## src/hdl/cpu_pkg.sv

```systemverilog
// shared types and constants for the five-stage core
// 32-bit words, word-addressed memories, no exceptions or multiply/divide
package cpu_pkg;

    // base widths
    localparam int word_width = 32;

    typedef logic [word_width-1:0] word_t;
    typedef logic [4:0]            reg_idx_t;
    typedef logic [4:0]            opcode_t;
    typedef logic [4:0]            alu_op_t;
    // execute operand source
    typedef logic [1:0]            fwd_sel_t;

    // opcodes
    localparam opcode_t op_rtype = 5'b00000;
    localparam opcode_t op_j     = 5'b00001;
    localparam opcode_t op_bne   = 5'b00010;
    localparam opcode_t op_jal   = 5'b00011;
    localparam opcode_t op_addi  = 5'b00101;
    localparam opcode_t op_blt   = 5'b00110;
    localparam opcode_t op_sw    = 5'b00111;
    localparam opcode_t op_lw    = 5'b01000;

    // r-type alu ops
    localparam alu_op_t alu_add = 5'b00000;
    localparam alu_op_t alu_sub = 5'b00001;
    localparam alu_op_t alu_and = 5'b00010;
    localparam alu_op_t alu_or  = 5'b00011;
    localparam alu_op_t alu_sll = 5'b00100;
    localparam alu_op_t alu_sra = 5'b00101;

    // instruction field positions
    localparam int opcode_lsb   = 27;
    localparam int rd_lsb       = 22;
    localparam int rs_lsb       = 17;
    localparam int rt_lsb       = 12;
    localparam int shamt_lsb    = 7;
    localparam int aluop_lsb    = 2;
    localparam int imm_width    = 17;
    localparam int target_width = 27;

    // jal destination
    localparam reg_idx_t link_reg = 5'd31;

    // forwarding select encodings
    localparam fwd_sel_t fwd_reg = 2'd0;
    localparam fwd_sel_t fwd_wb  = 2'd1;
    localparam fwd_sel_t fwd_mem = 2'd2;

    // decoded controls, carried down the pipe
    typedef struct packed {
        logic       reg_write;
        logic       use_imm;
        alu_op_t    alu_op;
        logic [4:0] shamt;
        reg_idx_t   dest;
        logic       mem_write;
        logic       mem_read;
        logic       is_jump;
        logic       is_jal;
        logic       is_bne;
        logic       is_blt;
        reg_idx_t   src_a;
        reg_idx_t   src_b;
    } ctrl_t;

    // bubble, writes nothing and redirects nothing
    localparam ctrl_t nop_ctrl = '0;

    typedef struct packed {
        word_t pc;
        word_t rs_val;
        word_t rt_val;
        word_t imm;
        word_t target;
        ctrl_t ctrl;
    } dx_t;

    typedef struct packed {
        word_t result;
        word_t store_data;
        ctrl_t ctrl;
    } xm_t;

    typedef struct packed {
        word_t result;
        word_t load_data;
        ctrl_t ctrl;
    } mw_t;

endpackage
```

## src/hdl/processor.sv

```systemverilog
// five-stage pipelined core, memories and register file are external
// imem, dmem and regfile read combinationally; regfile writes on the rising edge
// taken branch or jump costs two bubbles, load-use costs one
`timescale 1ns/1ns
module processor (
    input  logic           clock,
    input  logic           reset,
    // instruction memory
    output cpu_pkg::word_t address_imem,
    input  cpu_pkg::word_t q_imem,
    // data memory
    output cpu_pkg::word_t address_dmem,
    output cpu_pkg::word_t data,
    output logic           wren,
    input  cpu_pkg::word_t q_dmem,
    // register file
    output logic             ctrl_writeEnable,
    output cpu_pkg::reg_idx_t ctrl_writeReg,
    output cpu_pkg::reg_idx_t ctrl_readRegA,
    output cpu_pkg::reg_idx_t ctrl_readRegB,
    output cpu_pkg::word_t    data_writeReg,
    input  cpu_pkg::word_t    data_readRegA,
    input  cpu_pkg::word_t    data_readRegB
);
    import cpu_pkg::*;

    word_t    pc;
    word_t    fd_pc;
    word_t    fd_instr;
    ctrl_t    dec_ctrl;
    word_t    dec_imm;
    word_t    dec_target;
    word_t    ex_result;
    word_t    store_val;
    word_t    redirect_pc;
    word_t    wb_data;
    logic     redirect;
    logic     stall;
    logic     store_fwd;
    logic     dec_fwd_a;
    logic     dec_fwd_b;
    fwd_sel_t fwd_a;
    fwd_sel_t fwd_b;
    dx_t      dx_d;
    dx_t      dx_q;
    xm_t      xm_d;
    xm_t      xm_q;
    mw_t      mw_d;
    mw_t      mw_q;

    // fetch
    fetch_stage fetch_stage_i (
        .clock       (clock),
        .reset       (reset),
        .stall       (stall),
        .redirect    (redirect),
        .redirect_pc (redirect_pc),
        .instr_in    (q_imem),
        .pc          (pc),
        .fd_pc       (fd_pc),
        .fd_instr    (fd_instr)
    );

    assign address_imem = pc;

    // decode
    instr_decoder instr_decoder_i (
        .instr  (fd_instr),
        .ctrl   (dec_ctrl),
        .imm    (dec_imm),
        .target (dec_target)
    );

    assign ctrl_readRegA = dec_ctrl.src_a;
    assign ctrl_readRegB = dec_ctrl.src_b;

    hazard_unit hazard_unit_i (
        .dx        (dx_q),
        .xm        (xm_q),
        .mw        (mw_q),
        .dec_ctrl  (dec_ctrl),
        .fwd_a     (fwd_a),
        .fwd_b     (fwd_b),
        .store_fwd (store_fwd),
        .dec_fwd_a (dec_fwd_a),
        .dec_fwd_b (dec_fwd_b),
        .stall     (stall)
    );

    // decode/execute input, bubble on stall or flush
    always_comb begin
        dx_d.pc     = fd_pc;
        dx_d.rs_val = dec_fwd_a ? wb_data : data_readRegA;
        dx_d.rt_val = dec_fwd_b ? wb_data : data_readRegB;
        dx_d.imm    = dec_imm;
        dx_d.target = dec_target;
        dx_d.ctrl   = (stall || redirect) ? nop_ctrl : dec_ctrl;
    end

    always_ff @(posedge clock) begin
        if (reset) begin
            dx_q.ctrl <= nop_ctrl;
        end else begin
            dx_q <= dx_d;
        end
    end

    // execute
    execute_stage execute_stage_i (
        .dx          (dx_q),
        .fwd_a       (fwd_a),
        .fwd_b       (fwd_b),
        .mem_val     (xm_q.result),
        .wb_val      (wb_data),
        .result      (ex_result),
        .store_val   (store_val),
        .redirect    (redirect),
        .redirect_pc (redirect_pc)
    );

    // execute/memory, the branch itself always moves on
    assign xm_d = '{result: ex_result, store_data: store_val, ctrl: dx_q.ctrl};

    always_ff @(posedge clock) begin
        if (reset) begin
            xm_q.ctrl <= nop_ctrl;
        end else begin
            xm_q <= xm_d;
        end
    end

    // memory, alu result is the address
    assign address_dmem = xm_q.result;
    assign data         = store_fwd ? wb_data : xm_q.store_data;
    assign wren         = xm_q.ctrl.mem_write;

    assign mw_d = '{result: xm_q.result, load_data: q_dmem, ctrl: xm_q.ctrl};

    always_ff @(posedge clock) begin
        if (reset) begin
            mw_q.ctrl <= nop_ctrl;
        end else begin
            mw_q <= mw_d;
        end
    end

    // writeback
    assign wb_data          = mw_q.ctrl.mem_read ? mw_q.load_data : mw_q.result;
    assign ctrl_writeEnable = mw_q.ctrl.reg_write;
    assign ctrl_writeReg    = mw_q.ctrl.dest;
    assign data_writeReg    = wb_data;

endmodule

```

## src/hdl/execute_stage.sv

```systemverilog
// execute stage, purely combinational
// bne/blt compare port b (rd) with port a (rs); blt taken when rd < rs
`timescale 1ns/1ns
module execute_stage (
    input  cpu_pkg::dx_t      dx,
    input  cpu_pkg::fwd_sel_t fwd_a,
    input  cpu_pkg::fwd_sel_t fwd_b,
    input  cpu_pkg::word_t    mem_val,
    input  cpu_pkg::word_t    wb_val,
    output cpu_pkg::word_t    result,
    output cpu_pkg::word_t    store_val,
    output logic              redirect,
    output cpu_pkg::word_t    redirect_pc
);
    import cpu_pkg::*;

    word_t op_a;
    word_t op_b_reg;
    word_t op_b;
    word_t alu_out;
    word_t pc_plus_one;
    word_t branch_pc;
    logic  not_equal;
    logic  less_than;
    logic  branch_taken;

    // operand a bypass
    always_comb begin
        case (fwd_a)
            fwd_mem: op_a = mem_val;
            fwd_wb:  op_a = wb_val;
            default: op_a = dx.rs_val;
        endcase
    end

    // operand b bypass, before the immediate mux
    always_comb begin
        case (fwd_b)
            fwd_mem: op_b_reg = mem_val;
            fwd_wb:  op_b_reg = wb_val;
            default: op_b_reg = dx.rt_val;
        endcase
    end

    assign op_b      = dx.ctrl.use_imm ? dx.imm : op_b_reg;
    // sw data is the bypassed port b value
    assign store_val = op_b_reg;

    alu alu_i (
        .a         (op_a),
        .b         (op_b),
        .op        (dx.ctrl.alu_op),
        .shamt     (dx.ctrl.shamt),
        .result    (alu_out),
        .not_equal (not_equal),
        .less_than (less_than)
    );

    // branch target relative to the next pc
    assign pc_plus_one = dx.pc + word_t'(1);
    assign branch_pc   = pc_plus_one + dx.imm;

    // less_than means rs < rd, so blt wants the opposite with inequality
    assign branch_taken = (dx.ctrl.is_bne && not_equal) ||
                          (dx.ctrl.is_blt && not_equal && !less_than);

    assign redirect    = branch_taken || dx.ctrl.is_jump || dx.ctrl.is_jal;
    assign redirect_pc = branch_taken ? branch_pc : dx.target;

    // jal links pc+1
    assign result = dx.ctrl.is_jal ? pc_plus_one : alu_out;

endmodule

```

## src/hdl/fetch_stage.sv

```systemverilog
// program counter and fetch/decode register
// redirect beats stall; a flushed slot holds the zero instruction (a nop)
`timescale 1ns/1ns
module fetch_stage (
    input  logic           clock,
    input  logic           reset,
    input  logic           stall,
    input  logic           redirect,
    input  cpu_pkg::word_t redirect_pc,
    input  cpu_pkg::word_t instr_in,
    output cpu_pkg::word_t pc,
    output cpu_pkg::word_t fd_pc,
    output cpu_pkg::word_t fd_instr
);
    import cpu_pkg::*;

    word_t pc_next;

    // next pc choice
    always_comb begin
        if (redirect) begin
            pc_next = redirect_pc;
        end else if (stall) begin
            pc_next = pc;
        end else begin
            pc_next = pc + word_t'(1);
        end
    end

    // pc and fetched instruction
    always_ff @(posedge clock) begin
        if (reset) begin
            pc       <= '0;
            fd_instr <= '0;
        end else begin
            pc <= pc_next;
            if (redirect) begin
                // squash the wrong-path fetch
                fd_instr <= '0;
            end else if (!stall) begin
                fd_instr <= instr_in;
            end
        end
    end

    // pc travels with its instruction
    always_ff @(posedge clock) begin
        if (redirect || !stall) begin
            fd_pc <= pc;
        end
    end

endmodule

```

## src/hdl/hazard_unit.sv

```systemverilog
// forwarding and load-use detection, purely combinational
// a load in memory never forwards its address; sw data is caught later instead
`timescale 1ns/1ns
module hazard_unit (
    input  cpu_pkg::dx_t      dx,
    input  cpu_pkg::xm_t      xm,
    input  cpu_pkg::mw_t      mw,
    input  cpu_pkg::ctrl_t    dec_ctrl,
    output cpu_pkg::fwd_sel_t fwd_a,
    output cpu_pkg::fwd_sel_t fwd_b,
    output logic              store_fwd,
    output logic              dec_fwd_a,
    output logic              dec_fwd_b,
    output logic              stall
);
    import cpu_pkg::*;

    logic xm_can_fwd;

    // producer c writes register r, r0 excluded
    function automatic logic hits(ctrl_t c, reg_idx_t r);
        return c.reg_write && (c.dest != '0) && (c.dest == r);
    endfunction

    // loaded data not ready in memory stage
    assign xm_can_fwd = !xm.ctrl.mem_read;

    // execute operand a, newest producer first
    always_comb begin
        if (xm_can_fwd && hits(xm.ctrl, dx.ctrl.src_a)) begin
            fwd_a = fwd_mem;
        end else if (hits(mw.ctrl, dx.ctrl.src_a)) begin
            fwd_a = fwd_wb;
        end else begin
            fwd_a = fwd_reg;
        end
    end

    // execute operand b, same priority
    always_comb begin
        if (xm_can_fwd && hits(xm.ctrl, dx.ctrl.src_b)) begin
            fwd_b = fwd_mem;
        end else if (hits(mw.ctrl, dx.ctrl.src_b)) begin
            fwd_b = fwd_wb;
        end else begin
            fwd_b = fwd_reg;
        end
    end

    // sw in memory, data produced by the instruction right before it
    assign store_fwd = xm.ctrl.mem_write && hits(mw.ctrl, xm.ctrl.src_b);

    // regfile writes at the edge, so decode sees the old value without this
    assign dec_fwd_a = hits(mw.ctrl, dec_ctrl.src_a);
    assign dec_fwd_b = hits(mw.ctrl, dec_ctrl.src_b);

    // load in execute feeding decode
    // sw store data is exempt, store_fwd covers it two stages on
    assign stall = dx.ctrl.mem_read &&
                   (hits(dx.ctrl, dec_ctrl.src_a) ||
                    (hits(dx.ctrl, dec_ctrl.src_b) && !dec_ctrl.mem_write));

endmodule

```

## src/hdl/alu.sv

```systemverilog
// integer alu for the execute stage
// flags compare a against b regardless of op; unknown ops give zero
`timescale 1ns/1ns
module alu (
    input  cpu_pkg::word_t   a,
    input  cpu_pkg::word_t   b,
    input  cpu_pkg::alu_op_t op,
    input  logic [4:0]       shamt,
    output cpu_pkg::word_t   result,
    output logic             not_equal,
    output logic             less_than
);
    import cpu_pkg::*;

    always_comb begin
        case (op)
            alu_add: result = a + b;
            alu_sub: result = a - b;
            alu_and: result = a & b;
            alu_or:  result = a | b;
            // shifts use the shamt field, not b
            alu_sll: result = a << shamt;
            alu_sra: result = word_t'($signed(a) >>> shamt);
            default: result = '0;
        endcase
    end

    // branch flags
    assign not_equal = (a != b);
    // signed compare, no overflow path needed
    assign less_than = ($signed(a) < $signed(b));

endmodule

```

## src/hdl/instr_decoder.sv

```systemverilog
// decode-stage instruction decoder, purely combinational
// unknown opcodes decode as a bubble; writes to r0 are suppressed here
`timescale 1ns/1ns
module instr_decoder (
    input  cpu_pkg::word_t instr,
    output cpu_pkg::ctrl_t ctrl,
    output cpu_pkg::word_t imm,
    output cpu_pkg::word_t target
);
    import cpu_pkg::*;

    opcode_t  opcode;
    reg_idx_t rd;
    reg_idx_t rs;
    reg_idx_t rt;
    logic     writes;

    // raw fields
    assign opcode = instr[opcode_lsb +: $bits(opcode_t)];
    assign rd     = instr[rd_lsb +: $bits(reg_idx_t)];
    assign rs     = instr[rs_lsb +: $bits(reg_idx_t)];
    assign rt     = instr[rt_lsb +: $bits(reg_idx_t)];

    // sign-extended immediate, zero-extended jump target
    assign imm    = {{(word_width - imm_width){instr[imm_width-1]}}, instr[imm_width-1:0]};
    assign target = {{(word_width - target_width){1'b0}}, instr[target_width-1:0]};

    always_comb begin
        ctrl        = nop_ctrl;
        writes      = 1'b0;
        ctrl.shamt  = instr[shamt_lsb +: 5];
        // non r-type ops only ever need add
        ctrl.alu_op = alu_add;
        ctrl.dest   = rd;
        case (opcode)
            op_rtype: begin
                writes      = 1'b1;
                ctrl.alu_op = instr[aluop_lsb +: $bits(alu_op_t)];
                ctrl.src_a  = rs;
                ctrl.src_b  = rt;
            end
            op_addi: begin
                writes       = 1'b1;
                ctrl.use_imm = 1'b1;
                ctrl.src_a   = rs;
            end
            op_lw: begin
                writes        = 1'b1;
                ctrl.use_imm  = 1'b1;
                ctrl.mem_read = 1'b1;
                ctrl.src_a    = rs;
            end
            op_sw: begin
                // rd carries the store data on port b
                ctrl.use_imm   = 1'b1;
                ctrl.mem_write = 1'b1;
                ctrl.src_a     = rs;
                ctrl.src_b     = rd;
            end
            op_j: begin
                ctrl.is_jump = 1'b1;
            end
            op_jal: begin
                writes      = 1'b1;
                ctrl.is_jal = 1'b1;
                ctrl.dest   = link_reg;
            end
            op_bne: begin
                ctrl.is_bne = 1'b1;
                ctrl.src_a  = rs;
                ctrl.src_b  = rd;
            end
            op_blt: begin
                ctrl.is_blt = 1'b1;
                ctrl.src_a  = rs;
                ctrl.src_b  = rd;
            end
            default: begin
                // treated as a bubble
                writes = 1'b0;
            end
        endcase
        // r0 never written, so a zero instruction is a true nop
        ctrl.reg_write = writes && (ctrl.dest != '0);
    end

endmodule

```

## config.mk

```make
export PLATFORM = sky130hd
export DESIGN_NAME = processor
export DESIGN_NICKNAME = d
export VERILOG_FILES = /design/src/hdl/cpu_pkg.sv /design/src/hdl/processor.sv /design/src/hdl/execute_stage.sv /design/src/hdl/fetch_stage.sv /design/src/hdl/hazard_unit.sv /design/src/hdl/alu.sv /design/src/hdl/instr_decoder.sv
export SDC_FILE = /design/constraint.sdc
export NUM_CORES = 1
export LEC_CHECK = 0
export BUFFER_PORTS_ARGS = -buffer_cell sky130_fd_sc_hd__buf_2
export CORE_UTILIZATION = 39
export DETAILED_ROUTE_END_ITERATION = 12
export GPL_TIMING_DRIVEN = 0
export PLACE_DENSITY = 0.64
export SYNTH_ARGS = -nofsm -noshare
export SYNTH_HDL_FRONTEND = slang
export SYNTH_SLANG_ARGS = --single-unit
```

## constraint.sdc

```tcl
create_clock -name clock -period 10 [get_ports clock]
set_input_delay 0.5 -clock clock [delete_from_list [all_inputs] [get_ports clock]]
set_output_delay 0.5 -clock clock [all_outputs]
set_load 0.02 [all_outputs]
```

==> results.cfg, run 1 <==
[yosys]
synth_nets = 3463
synth_ff_type = edfxtp_1
synth_commonest_cells = nand2_1, nor2_1, edfxtp_1
yosysSeqAreaShare = 0.381
synth_warnings = 0
synth.distinct_cells = 93
syn_area_per_cell_um2 = 8.90
synth_top_cells_by_area = edfxtp_1, dfxtp_1, ha_1, nand2_1, mux2i_1
synth_seq_cells = 400
synth_top_cell_by_area = edfxtp_1
synth.cell_area_um2 = 28500
synth_cells = 3198
yosysMostFrequentCell = nand2_1
synth_top_area_frac = 0.299
synth_edf_count = 283
synthArstFlopShare = 0

[floorplan]
row_count = 98
core_um2 = 71900
fp.dieH_um = 272
die_area_um2 = 74100
pin_count = 275
initial_utilization = 0.396
die_width_um = 272

[grt]
grt_pass1_wl_um = 188000
grt_max_degree = 134
antenna_found_initial = 8
grt_usage = 0.349
grt_pass1_vias = 26172
grt-ovfl-total = 0

[cells_and_area]
layout.cells.non_filler = 4516
fin_nets = 3792
drive_above_1_share = 0.156
seq_area_um2 = 10800
syn2layout_area_growth_pct = 14.9
fillCellCount = 7129
multi_input_area_um2 = 15900
final_util = 0.455

[sta]
fin_crit_sh = 0.908
finalWorstSetupSlack_ns = 0.916
clock.fmax_mhz = 110
drv_slew = 0
tns_ns = 0
tightest_slew_ns = 1.47
layout_min_cycle_time_ns = 9.08
setup_viol = 0
relSlewSlack = 0.0141
finalClockSkew_ns = 0.0247
hold_violations = 0
rsz0062_at_grt = false

[min_path]
hold_class = in -> reg

[run]
cap_violations = 1

[cts]
postCtsHoldBufs = 0
cts-root-buf = clkbuf_16
clock-sinks = 400
cts_buffers = 46
cts-resized-gates = 0
postCtsSetupBuffers = 0
cts_tree = yes
path_clk_slew_ns = 0.06
htreeDepth = 2
clock_latency_ns = 0.60
cts_buffer_depth = 3

[critical_path]
cp_max_fo = 10
end_kind = flip-flop
cp.arrival_ns = 9.36
crit_type = reg -> reg
start_kind = flip-flop
cp_data_required_time_ns = 10.27

[route]
routed_wl_um = 133000
post_drt_wl_per_cell_um = 29.5
drtIter0Drc = 3342
firstDrtPassIters = 10
dr_total_vias = 27956
viasPerCell = 6.19
drcViolationCount = 0
antenna_left = 0

[power_and_ir_drop]
pwr_density_cell_nw_per_um2 = 166
ir_drop_mv = 0.141
p_leak_nw = 13.1
power_mw = 5.43

[status]
status = finished, violations left
violations = max-capacitance violations

[place]
port_buffers = 274
dpl.cell_count = 4429
dp_hpwl_um = 106000
routabilityCongestion = 1.14
pre_cts_ws_ns = 1.38
[worst paths after layout]
| check | from | endpoint | slack, ns | cells after the start |
|---|---|---|---|---|
| hold / removal | q_dmem[6] | mw_q[39] | 0.08 | 1 |
| setup reg to reg | mw_d[16] | address_dmem[31] | 0.92 | 20 |
| hold reg to reg | fetch_stage_i.fd_pc[24] | dx_q[185] | 0.42 | 0 |
| setup / recovery | mw_d[16] | address_dmem[31] | 0.92 | 20 |
[logic make-up after synthesis]
family / Yosys count / synth area share
flops: 400 / 0.381
simple gates: 1034 / 0.169
fa+ha+maj: 135 / 0.0601
mux: 178 / 0.0732
xor+xnor: 149 / 0.0458
buf+inv: 414 / 0.0630
compound gates: 888 / 0.208
[registers in the layout, indices dropped and copies added, names as in the netlist]
register                flops
address_dmem               32
ctrl_writeEnable            1
ctrl_writeReg               5
dx_q                      156
fetch_stage_i.fd_instr     32
fetch_stage_i.fd_pc        32
fetch_stage_i.pc           32
mw_d                       12
mw_q                       65
wren                        1
xm_q                       32
[critical path, cell delays in order (launching register included)]
cell       delay, ns
dfxtp_1         0.50
nor3_1          0.09
a21oi_1         0.89
clkbuf_1        0.81
nand4_1         0.21
nor3_2          0.18
buf_6           0.20
clkbuf_1        0.61
o21ai_0         0.57
mux2i_1         0.60
ha_1            0.29
nand2b_1        0.10
a221oi_1        0.40
o21ai_0         0.26
o2bb2ai_1       0.85
a22oi_1         0.31
a211oi_1        0.48
o31ai_1         0.17
nand3_1         0.12
or3b_2          0.46
a31oi_1         0.63
[metrics by stage]
step	instance area, µm²	hold slack [ns]
6_report	32700	0.0781
5_1_grt	32700	0.0715
4_1_cts	32700	0.0679
3_5_place_dp	31100	0.405
3_3_place_gp	31000	0.400
2_1_floorplan	28500	0.400
[power breakdown]
part           switching, mW  total [mW]  internal (mW)
Clock                  0.724        1.75           1.03
Combinational           1.09        1.60          0.508
Sequential             0.140        2.08           1.94
[area by class of cell]
class / count / share of cell area
Buffer: 252 / 0.0363
Antenna cell: 1 / 0.0000765
Clock inverter: 24 / 0.00792
Multi-Input combinational cell: 2384 / 0.485
Inverter: 162 / 0.0188
Timing Repair Buffer: 281 / 0.0442
Tap cell: 950 / 0.0363
Clock buffer: 62 / 0.0399
Sequential cell: 400 / 0.331
[metal layers]
metal	track usage	vias up	wire length, µm
li1	-	12352	-
met1	0.454	13508	53100
met2	0.556	1773	60100
met3	0.0662	317	13100
met4	0.169	6	6920
met5	0	-	45
[layout by cell type, fill, tap and decap left out, drive strengths merged, types with 34 or more instances in the layout]
cell type  instances
nor3             101
o21ai            250
clkbuf           224
nand2            344
ha               132
nand4             59
nand3             53
o211ai            34
inv              164
xor2              64
nor2             292
buf              371
edfxtp           283
a21o              34
dfxtp            117
xnor2             85
o22ai             34
mux2i            126
o31ai             47
a21oi            215
Power figures use the tool's default switching activity.
==> run 2, diff against run 1 <==
--- a/config.mk
+++ b/config.mk
@@ -5,11 +5,11 @@
 export SDC_FILE = /design/constraint.sdc
 export NUM_CORES = 1
 export LEC_CHECK = 0
-export BUFFER_PORTS_ARGS = -buffer_cell sky130_fd_sc_hd__buf_2
 export CORE_UTILIZATION = 39
 export DETAILED_ROUTE_END_ITERATION = 12
+export DONT_BUFFER_PORTS = 1
 export GPL_TIMING_DRIVEN = 0
-export PLACE_DENSITY = 0.64
+export PLACE_DENSITY = 0.63
 export SYNTH_ARGS = -nofsm -noshare
 export SYNTH_HDL_FRONTEND = slang
 export SYNTH_SLANG_ARGS = --single-unit
==> constraint.sdc (replaced) <==
create_clock -name clock -period 7.8 [get_ports clock]
set_input_delay 0.39 -clock clock [delete_from_list [all_inputs] [get_ports clock]]
set_output_delay 0.39 -clock clock [all_outputs]
set_load 0.02 [all_outputs]
==> results.cfg, run 2 (synthesized netlist as in run 1, its figures left out) <==
[status]
status = finished, violations left
violations = max-capacitance violations, max-slew violations

[critical_path]
crit_type = reg -> reg
ff2ff_path_depth = 18
worstReg2RegEnd = address_dmem[31]
start_kind = flip-flop
regToRegSetupSlack_ns = 0.18
end_kind = flip-flop
cp.arrival_ns = 7.92
r2r-start = ctrl_writeReg[1]
cp_data_required_time_ns = 8.10
cp_max_fo = 10

[route]
drcViolationCount = 0
post_drt_wl_per_cell_um = 30.4
viasPerCell = 6.25
routed_wl_um = 132000
firstDrtPassIters = 9
dr_total_vias = 27170
antenna_left = 0
drtIter0Drc = 3224

[sta]
layout_min_cycle_time_ns = 7.62
relSlewSlack = -0.0200
tns_ns = 0
setup_viol = 0
tightest_slew_ns = 1.53
drv_slew = 4
fin_crit_sh = 0.977
clock.fmax_mhz = 131
hold_ws_ns = 0.0206
rsz0062_at_grt = false
finalClockSkew_ns = 0.0200
hold_violations = 0

[floorplan]
pin_count = 275
die_width_um = 272
row_count = 98
die_area_um2 = 74100
fp.dieH_um = 272
initial_utilization = 0.396
core_um2 = 71900

[grt]
grt_pass1_vias = 25679
grt_max_degree = 97
grt-ovfl-total = 0
grt_pass1_wl_um = 186000
grt_usage = 0.345
antenna_found_initial = 9

[run]
cap_violations = 1

[min_path]
holdPathStages = 2
hold_class = in -> reg
hp-start = data_readRegB[23]
min_to = dx_q[120]

[cells_and_area]
largest_register_ffs = 156
final_area_um2 = 32400
layout_commonest_cell = nand2_1
top_regs = dx_q (156), mw_q (65)
drive_above_1_share = 0.0849
fin_nets = 3619
regMostFlops = dx_q
syn2layout_area_growth_pct = 13.7
fillCellCount = 7054
mostFrequentLayoutCells = nand2_1, nor2_1, edfxtp_1
layout.cells.non_filler = 4344

[power_and_ir_drop]
p_leak_nw = 12.4
ir_drop_mv = 0.216
pwr_density_cell_nw_per_um2 = 212
power_mw = 6.86

[cts]
cts-root-buf = clkbuf_16
cts_buffers = 46
clock_latency_ns = 0.61
clock-sinks = 400
cts_buffer_depth = 3
htreeDepth = 2
postCtsSetupBuffers = 0
path_clk_slew_ns = 0.06
cts_tree = yes

[place]
port_buffers = 0
dp_hpwl_um = 105000
routabilityCongestion = 1.06
placed_cell_area_um2 = 29800
dpl.cell_count = 4156
==> run 2: changes by cell type in the layout (fill, tap and decap cells not counted), sizes merged <==
| cell | previous run | this run |
|---|---|---|
| diode | 1 | 2 |
| dlygate4sd3 | 0 | 99 |
| clkbuf | 224 | 216 |
| buf | 371 | 98 |
| bufinv | 4 | 5 |
| clkinv | 14 | 21 |
| clkinvlp | 4 | 5 |
==> run 2: routing by layer <==
metal  GRT usage  routed length [µm]  vias up
li1            -                   -    12024
met1       0.439               52400    13197
met2       0.548               59200     1626
met3      0.0697               12300      321
met4       0.191                8060        2
met5           0                  13        -
==> run 2: power by group <==
group	switching [mW]	internal [mW]	leakage [nW]
combinational	1.33	0.610	7.78
clock	0.955	1.27	0.740
sequential	0.206	2.49	3.84
==> run 2: critical path, cell delays in order, from the launching register on <==
cell       delay, ns
dfxtp_1         0.34
buf_2           0.28
xnor2_1         0.17
and4_1          0.31
clkbuf_1        0.42
clkbuf_1        0.63
a21oi_1         0.18
o31ai_2         0.95
ha_1            0.39
clkbuf_1        0.20
a221oi_1        0.48
o21ai_0         0.33
o2bb2ai_2       0.51
a22oi_1         0.25
a211oi_1        0.50
o31ai_1         0.19
nand3_1         0.13
or3b_2          0.46
a31oi_1         0.58
==> run 2: metrics by stage <==
| stage | utilization | setup slack, ns |
|---|---|---|
| after CTS | 0.450 | 0.00254 |
| after detailed placement | 0.415 | -0.880 |
| after floorplan | - | 0.704 |
| final | 0.451 | 0.178 |
| after global placement | 0.413 | -4.20 |
| after global routing | 0.451 | 0.0144 |
==> run 2: area by class of cell <==
class,count,area (µm²),area share
multi-input combinational,2384,15900,0.491
sequential,400,10800,0.335
buffer,252,1190,0.0368
tap,950,1190,0.0367
clock buffer,53,1190,0.0367
timing repair buffer,108,1120,0.0345
inverter,162,616,0.0190
clock inverter,33,342,0.0105
antenna,2,5.00,0.000155
==> run 2: what timing repair did <==
action,CTS,global route
hold buffers,99,0
resized for setup,4,13
setup endpoints to repair,136,129
hold endpoints to repair,99,0
==> run 2: how the worst max path moves through the flow <==
stage	to	slack, ns	cells after the start	from
global placement	dx_q[25]	-4.20	5	reset
CTS	dx_q[25]	0.003	21	mw_d[20]
global route	dx_q[25]	0.01	22	mw_d[20]
floorplan	dx_q[26]	0.70	5	reset
detailed placement	fetch_stage_i.pc[0]	-0.88	20	mw_d[20]
finish	address_dmem[31]	0.18	18	ctrl_writeReg[1]
